==> src/source/controlUnit_defs.svh <==
`ifndef CONTROL_UNIT_DEFS_SVH
`define CONTROL_UNIT_DEFS_SVH

// Instruction field widths.
`define OPCODE_WIDTH 6
`define OFFSET_WIDTH 16
`define FUNCT_WIDTH 6
`define REG_ADDR_WIDTH 5
`define SHAMT_WIDTH 5

// Step counter width.
`define STEP_WIDTH 3

// Opcodes.
`define OP_RTYPE 6'b000000
`define OP_ADDI 6'b001000
`define OP_RESET 6'b111111

// R-type funct codes.
`define FN_ADD 6'b100000
`define FN_SUB 6'b100010
`define FN_AND 6'b100100
`define FN_SLL 6'b000000

// Fetch steps.
`define IR_LOAD_STEP 3'd3
`define REG_READ_STEP 3'd4
`define FETCH_LAST_STEP 3'd5

// Last step of each execute phase.
`define ALU_LAST_STEP 3'd1
`define SLL_LAST_STEP 3'd4

`endif

==> src/source/ctrlPkg.sv <==
`include "controlUnit_defs.svh"

package ctrlPkg;

    // R-type view of the low half of the instruction.
    typedef struct packed {
        logic [`REG_ADDR_WIDTH-1:0] rd;
        logic [`SHAMT_WIDTH-1:0]    shamt;
        logic [`FUNCT_WIDTH-1:0]    funct;
    } rFields_t;

    // Low 16 bits, read as R-type fields or as an immediate.
    typedef union packed {
        rFields_t                 rType;
        logic [`OFFSET_WIDTH-1:0] immediate;
    } offsetField_u;

    typedef struct packed {
        logic [`OPCODE_WIDTH-1:0] opcode;
        offsetField_u             offset;
    } instrWord_t;

    typedef enum logic [2:0] {
        classAdd     = 3'd0,
        classSub     = 3'd1,
        classAnd     = 3'd2,
        classAddi    = 3'd3,
        classSll     = 3'd4,
        classHalt    = 3'd5,
        classUnknown = 3'd6
    } instrClass_e;

    typedef enum logic [2:0] {
        phaseFetch = 3'd0,
        phaseAlu   = 3'd1,
        phaseAddi  = 3'd2,
        phaseSll   = 3'd3,
        phaseHalt  = 3'd4
    } phase_e;

    typedef enum logic [2:0] {
        aluNone = 3'b000,
        aluAdd  = 3'b001,
        aluSub  = 3'b010,
        aluAnd  = 3'b011
    } aluOp_e;

    typedef enum logic [1:0] {
        srcBRegB = 2'b00,
        srcBFour = 2'b01,
        srcBImm  = 2'b10
    } srcBSel_e;

    typedef enum logic [1:0] {
        destRt = 2'b00,
        destRd = 2'b01
    } regDest_e;

    typedef enum logic [2:0] {
        shiftNone = 3'b000,
        shiftLoad = 3'b001,
        shiftLeft = 3'b010
    } shiftOp_e;

    // Every datapath enable and select for one cycle.
    typedef struct packed {
        logic     pcWrite;
        logic     irWrite;
        logic     regWrite;
        logic     aWrite;
        logic     bWrite;
        aluOp_e   aluOp;
        logic     aluOutWrite;
        logic     srcASel;
        srcBSel_e srcBSel;
        regDest_e regDest;
        logic     memToRegSel;
        logic     shiftAmtSel;
        logic     shiftSrcSel;
        shiftOp_e shiftOp;
        logic     resetOut;
    } controlWord_t;

endpackage

==> src/source/instrDecoder.sv <==
`include "controlUnit_defs.svh"

module instrDecoder (
    input  ctrlPkg::instrWord_t  instruction,
    output ctrlPkg::instrClass_e instrClass
);

    import ctrlPkg::*;

    rFields_t rFields;

    // Funct is only meaningful under the R-type opcode.
    assign rFields = instruction.offset.rType;

    always_comb begin
        instrClass = classUnknown;
        case (instruction.opcode)
            `OP_RTYPE: begin
                case (rFields.funct)
                    `FN_ADD: begin
                        instrClass = classAdd;
                    end
                    `FN_SUB: begin
                        instrClass = classSub;
                    end
                    `FN_AND: begin
                        instrClass = classAnd;
                    end
                    `FN_SLL: begin
                        instrClass = classSll;
                    end
                    default: begin
                        instrClass = classUnknown;
                    end
                endcase
            end
            `OP_ADDI: begin
                instrClass = classAddi;
            end
            `OP_RESET: begin
                instrClass = classHalt;
            end
            default: begin
                instrClass = classUnknown;
            end
        endcase
    end

endmodule

==> src/source/stepSequencer.sv <==
`include "controlUnit_defs.svh"

module stepSequencer (
    input  logic                    clock,
    input  logic                    reset,
    input  ctrlPkg::instrClass_e    instrClass,
    output ctrlPkg::phase_e         phase,
    output logic [`STEP_WIDTH-1:0]  step,
    output ctrlPkg::aluOp_e         aluOp
);

    import ctrlPkg::*;

    logic [`STEP_WIDTH-1:0] lastStep;
    phase_e                 dispatchPhase;
    aluOp_e                 dispatchAluOp;

    // Final step of the current phase.
    always_comb begin
        case (phase)
            phaseFetch: begin
                lastStep = `FETCH_LAST_STEP;
            end
            phaseAlu, phaseAddi: begin
                lastStep = `ALU_LAST_STEP;
            end
            phaseSll: begin
                lastStep = `SLL_LAST_STEP;
            end
            default: begin
                lastStep = '0;
            end
        endcase
    end

    // Next phase and ALU operation chosen at dispatch.
    always_comb begin
        dispatchAluOp = aluNone;
        case (instrClass)
            classAdd: begin
                dispatchPhase = phaseAlu;
                dispatchAluOp = aluAdd;
            end
            classSub: begin
                dispatchPhase = phaseAlu;
                dispatchAluOp = aluSub;
            end
            classAnd: begin
                dispatchPhase = phaseAlu;
                dispatchAluOp = aluAnd;
            end
            classAddi: begin
                dispatchPhase = phaseAddi;
            end
            classSll: begin
                dispatchPhase = phaseSll;
            end
            classHalt: begin
                dispatchPhase = phaseHalt;
            end
            default: begin
                // unknown instruction goes straight back to fetch
                dispatchPhase = phaseFetch;
            end
        endcase
    end

    always_ff @(posedge clock) begin
        if (reset) begin
            phase <= phaseFetch;
            step  <= '0;
            aluOp <= aluNone;
        end else if (phase == phaseHalt) begin
            step <= '0;
        end else if (step == lastStep) begin
            step <= '0;
            if (phase == phaseFetch) begin
                phase <= dispatchPhase;
                aluOp <= dispatchAluOp;
            end else begin
                phase <= phaseFetch;
            end
        end else begin
            step <= step + 1'b1;
        end
    end

endmodule

==> src/source/controlWordGen.sv <==
`include "controlUnit_defs.svh"

module controlWordGen (
    input  logic                    clock,
    input  logic                    reset,
    input  ctrlPkg::phase_e         phase,
    input  logic [`STEP_WIDTH-1:0]  step,
    input  ctrlPkg::aluOp_e         aluOp,
    output ctrlPkg::controlWord_t   control
);

    import ctrlPkg::*;

    controlWord_t nextWord;

    always_comb begin
        nextWord = '0;
        case (phase)
            phaseFetch: begin
                // PC + 4 is formed through the ALU up to the IR load.
                if (step <= `IR_LOAD_STEP) begin
                    nextWord.aluOp   = aluAdd;
                    nextWord.srcBSel = srcBFour;
                end
                if (step == `IR_LOAD_STEP) begin
                    nextWord.pcWrite = 1'b1;
                    nextWord.irWrite = 1'b1;
                end
                if (step == `REG_READ_STEP) begin
                    nextWord.aWrite  = 1'b1;
                    nextWord.bWrite  = 1'b1;
                    nextWord.srcBSel = srcBFour;
                end
            end
            phaseAlu: begin
                nextWord.aluOp       = aluOp;
                nextWord.aluOutWrite = 1'b1;
                nextWord.srcASel     = 1'b1;
                nextWord.srcBSel     = srcBRegB;
                if (step == `ALU_LAST_STEP) begin
                    nextWord.regWrite = 1'b1;
                    nextWord.regDest  = destRd;
                end
            end
            phaseAddi: begin
                nextWord.aluOp       = aluAdd;
                nextWord.aluOutWrite = 1'b1;
                nextWord.srcASel     = 1'b1;
                nextWord.srcBSel     = srcBImm;
                if (step == `ALU_LAST_STEP) begin
                    nextWord.regWrite = 1'b1;
                    nextWord.regDest  = destRt;
                end
            end
            phaseSll: begin
                case (step)
                    3'd0: begin
                        // Load shifter with rt and shamt.
                        nextWord.regDest     = destRd;
                        nextWord.memToRegSel = 1'b1;
                        nextWord.shiftAmtSel = 1'b1;
                        nextWord.shiftSrcSel = 1'b1;
                        nextWord.shiftOp     = shiftLoad;
                    end
                    3'd1: begin
                        nextWord.regDest = destRd;
                        nextWord.shiftOp = shiftLeft;
                    end
                    3'd2, 3'd3: begin
                        nextWord.regWrite    = 1'b1;
                        nextWord.regDest     = destRd;
                        nextWord.memToRegSel = 1'b1;
                    end
                    default: begin
                        nextWord = '0;
                    end
                endcase
            end
            phaseHalt: begin
                nextWord.resetOut = 1'b1;
            end
            default: begin
                nextWord = '0;
            end
        endcase
    end

    always_ff @(posedge clock) begin
        if (reset) begin
            control          <= '0;
            control.resetOut <= 1'b1;
        end else begin
            control <= nextWord;
        end
    end

endmodule

==> src/source/controlUnit.sv <==
`include "controlUnit_defs.svh"

module controlUnit (
    input  logic                  clock,
    input  logic                  reset,
    input  ctrlPkg::instrWord_t   instruction,
    output ctrlPkg::controlWord_t control
);

    import ctrlPkg::*;

    instrClass_e            instrClass;
    phase_e                 phase;
    logic [`STEP_WIDTH-1:0] step;
    aluOp_e                 aluOp;

    instrDecoder i_instrDecoder (
        .instruction (instruction),
        .instrClass  (instrClass)
    );

    stepSequencer i_stepSequencer (
        .clock      (clock),
        .reset      (reset),
        .instrClass (instrClass),
        .phase      (phase),
        .step       (step),
        .aluOp      (aluOp)
    );

    // Word for each phase and step, one cycle behind the sequencer.
    controlWordGen i_controlWordGen (
        .clock   (clock),
        .reset   (reset),
        .phase   (phase),
        .step    (step),
        .aluOp   (aluOp),
        .control (control)
    );

endmodule

==> config.mk <==
export PLATFORM = sky130hd
export DESIGN_NAME = controlUnit
export DESIGN_NICKNAME = d
export VERILOG_FILES = /design/src/source/ctrlPkg.sv /design/src/source/instrDecoder.sv /design/src/source/stepSequencer.sv /design/src/source/controlWordGen.sv /design/src/source/controlUnit.sv
export VERILOG_INCLUDE_DIRS = /design/src /design/src/source
export SDC_FILE = /design/constraint.sdc
export NUM_CORES = 1
export LEC_CHECK = 0
export ABC_AREA = 1
export BUFFER_PORTS_ARGS = -buffer_cell sky130_fd_sc_hd__buf_2
export CORE_AREA = 2 2 46 56
export CTS_CLUSTER_DIAMETER = 60
export CTS_CLUSTER_SIZE = 8
export DETAILED_ROUTE_END_ITERATION = 10
export DIE_AREA = 0 0 48 58
export PLACE_DENSITY_LB_ADDON = 0.15
export SYNTH_ARGS = -nofsm -noshare
export SYNTH_HDL_FRONTEND = slang
export SYNTH_SLANG_ARGS = --single-unit
export TNS_END_PERCENT = 100
==> constraint.sdc <==
create_clock -name clock -period 3.8 [get_ports clock]
set_input_delay 0.38 -clock clock [delete_from_list [all_inputs] [get_ports clock]]
set_output_delay 0.38 -clock clock [all_outputs]
set_load 0.02 [all_outputs]
==> results.json <==
{
  "outcome": "completed",
  "ys_seq_area_frac": 0.406,
  "synthDistinctLibCells": 21,
  "yosys-top-cells-area": "dfxtp_1 41%, nand2_1 9.7%, nor2_1 9.0%",
  "clk_pin_slew_worst_paths_ns": 0.12,
  "p_per_area_nw_per_um2": 337,
  "routabilityCongestion": 0.821,
  "drive_gt1_frac": 0.217,
  "coreArea_um2": 2260,
  "yosysWarnings": 0,
  "worstSkewPairLatency_ns": 0.31,
  "p_clk_frac": 0.295,
  "dp_hpwl_um": 1590,
  "power.switching_uw": 110,
  "fin_util": 0.562,
  "worst_slack_ns": 2.39,
  "post_cts_buffers": 0,
  "cts_max_level": 1,
  "combPwrFrac": 0.138,
  "die_w_um": 48,
  "ys_ff_latch": 22,
  "holdPathStages": 2,
  "regToRegSetupSlack_ns": 2.39,
  "timing.fmax_mhz": 708,
  "syn_area_um2": 1080,
  "final-hold-violation-count": 0,
  "cp.arrival_ns": 1.66,
  "ant_nets": 0,
  "vias": 1002,
  "initial_core_util": 0.480,
  "synthCells": 154,
  "period_share": 0.372,
  "grt_usage": 0.157,
  "setup_tns_ns": 0,
  "grt_overflow": 0,
  "reg2reg_depth": 9,
  "finClkSkew_ns": 0.0116,
  "yosys.area.top_type": "dfxtp_1",
  "power_frac_seq": 0.567,
  "power_uw": 427,
  "clock_path_buffers": 2,
  "viasPerCell": 4.66,
  "cts_buffers": 3,
  "fill_cells": 213,
  "maxCapViolCount": 0,
  "routed_wl_um": 1950,
  "critPathCaptureType": "register",
  "p_leak_uw": 0.000645,
  "cp-start-kind": "register",
  "worstReg2RegStart": "i_stepSequencer.phase[2]",
  "synth_area_per_cell_um2": 7.04,
  "rows": 19,
  "rsz0062_at_grt": "no",
  "crit_type": "reg -> reg",
  "finalSetupViolCount": 0,
  "pre_cts_slack_ns": 2.27,
  "drtIter0Drc": 10,
  "yosys.area.top_type_share": 0.406,
  "grt_pass1_wl_um": 3180,
  "clock_sinks": 22,
  "slew_viol_final": 0,
  "io_buffers": 31,
  "root_buffer": "clkbuf_4",
  "io_pins": 45,
  "cts_tree": "yes",
  "r2r_end": "i_stepSequencer.phase[0]",
  "drt_pass1_iterations": 4,
  "drc": 0,
  "n_antenna_cell": 0,
  "first_global_vias": 831,
  "post_cts_resized": 0,
  "die-area_um2": 2780,
  "p_int_uw": 317,
  "switching_share": 0.258,
  "period_minus_slack_ns": 1.41,
  "required_ns": 4.05,
  "antenna_found_initial": 0,
  "routedWlPerCell_um": 9.06,
  "holdCritStartpoint": "reset",
  "ir_drop_v": 0.000152,
  "grt_max_degree": 13,
  "postCtsHoldBufs": 0,
  "dieHeight_um": 58,
  "area_growth_pct": 17.1,
  "holdPathEnd": "i_stepSequencer.phase[1]",
  "layout.nets": 214,
  "min_path_type": "in -> reg",
  "crit_fanout": 6
}
-- critical path, cell delays in order (launching register included) --
cell and delay (ns):
dfxtp_1 0.40, inv_1 0.12, nand3_1 0.10, nand2_1 0.07
xor2_1 0.15, nor2_2 0.16, nand2_2 0.08, clkinv_2 0.08
nand3_1 0.07, a21oi_1 0.12
-- per-layer routing --
metal	up-vias	track usage	part of all wire
met3	5	0.0280	0.041
met5	-	0	0
met2	30	0.274	0.52
met4	0	0.0811	0.025
met1	432	0.170	0.41
li1	535	-	-
-- registers in the layout, indices dropped and copies added, names as in the netlist --
signal / flops
i_controlWordGen.control: 14
i_stepSequencer.aluOp: 2
i_stepSequencer.phase: 3
i_stepSequencer.step: 3
-- worst max-delay path by stage --
stage / cells past startpoint / end / slack, ns / start
finish: 9 / i_stepSequencer.phase[0] / 2.39 / i_stepSequencer.phase[2]
global route: 9 / i_stepSequencer.aluOp[1] / 2.22 / i_stepSequencer.phase[0]
CTS: 9 / i_stepSequencer.phase[0] / 2.39 / i_stepSequencer.phase[2]
detailed placement: 9 / i_stepSequencer.phase[0] / 2.27 / instruction[19]
global placement: 10 / i_stepSequencer.phase[0] / 2.32 / instruction[3]
floorplan: 9 / i_stepSequencer.aluOp[0] / 2.55 / i_stepSequencer.phase[2]
-- placed cells by master, fill, tap and decap left out --
master,instances
o21ai_0,3
a21oi_1,9
nand2_2,2
o21ai_1,1
xor2_1,2
nand3_1,15
clkinv_1,1
nor2_1,26
nand2_1,28
clkbuf_4,3
nor2_2,2
nand4_1,3
buf_2,31
o22ai_1,2
ha_1,5
nor3_1,1
clkinv_2,1
inv_1,21
o21a_1,1
conb_1,3
clkbuf_8,1
dfxtp_1,22
a21boi_1,1
-- per-stage QoR --
| step | hold WS (ns) | instances | area, µm² |
|---|---|---|---|
| finish | 0.290 | 215 | 1270 |
| floorplan | 0.432 | 156 | 1090 |
| global placement | 0.452 | 211 | 1230 |
| detailed placement | 0.456 | 211 | 1230 |
| CTS | 0.302 | 215 | 1270 |
| global route | 0.298 | 215 | 1270 |
-- cells in the mapped netlist --
cell	instances
nand2_1	28
nor2_1	26
dfxtp_1	22
inv_1	21
nand3_1	15
a21oi_1	9
buf_4	7
ha_1	5
nand4_1	3
o21ai_0	3
nand2_2	2
nor2_2	2
o22ai_1	2
xor2_1	2
a21boi_1	1
clkinv_1	1
clkinv_2	1
conb_1	1
nor3_1	1
o21a_1	1
o21ai_1	1
-- logic make-up (layout without fill, tap and decap cells) --
| kind of cell | Yosys count | after routing | synth area share |
|---|---|---|---|
| and+or+nand+nor | 77 | 77 | 0.301 |
| buffers and inverters | 30 | 58 | 0.129 |
| DFF | 22 | 22 | 0.406 |
| AOI/OAI and AO/OA | 17 | 17 | 0.0854 |
| adders and majority gates | 5 | 5 | 0.0577 |
| xor gates and xnor gates | 2 | 2 | 0.0162 |
| other | 1 | 3 | 0.00346 |
-- final cells by class --
cell class / count / area (µm²) / area share
multi-input cells: 104 / 510 / 0.402
flip-flops and latches: 22 / 440 / 0.347
repair buffers: 31 / 155 / 0.122
inverters: 23 / 87.6 / 0.0690
well taps: 31 / 38.8 / 0.0306
clock buffers: 4 / 36.3 / 0.0286
-- power groups by stage --
stage	clock [µW]	combinational [µW]	sequential [µW]
floorplan	0	38.3	252
global placement	0	58.0	247
detailed placement	0	59.5	248
CTS	127	59.8	242
global route	140	67.2	243
finish	126	59.0	242
No activity file was read; power rests on OpenSTA's default activity.
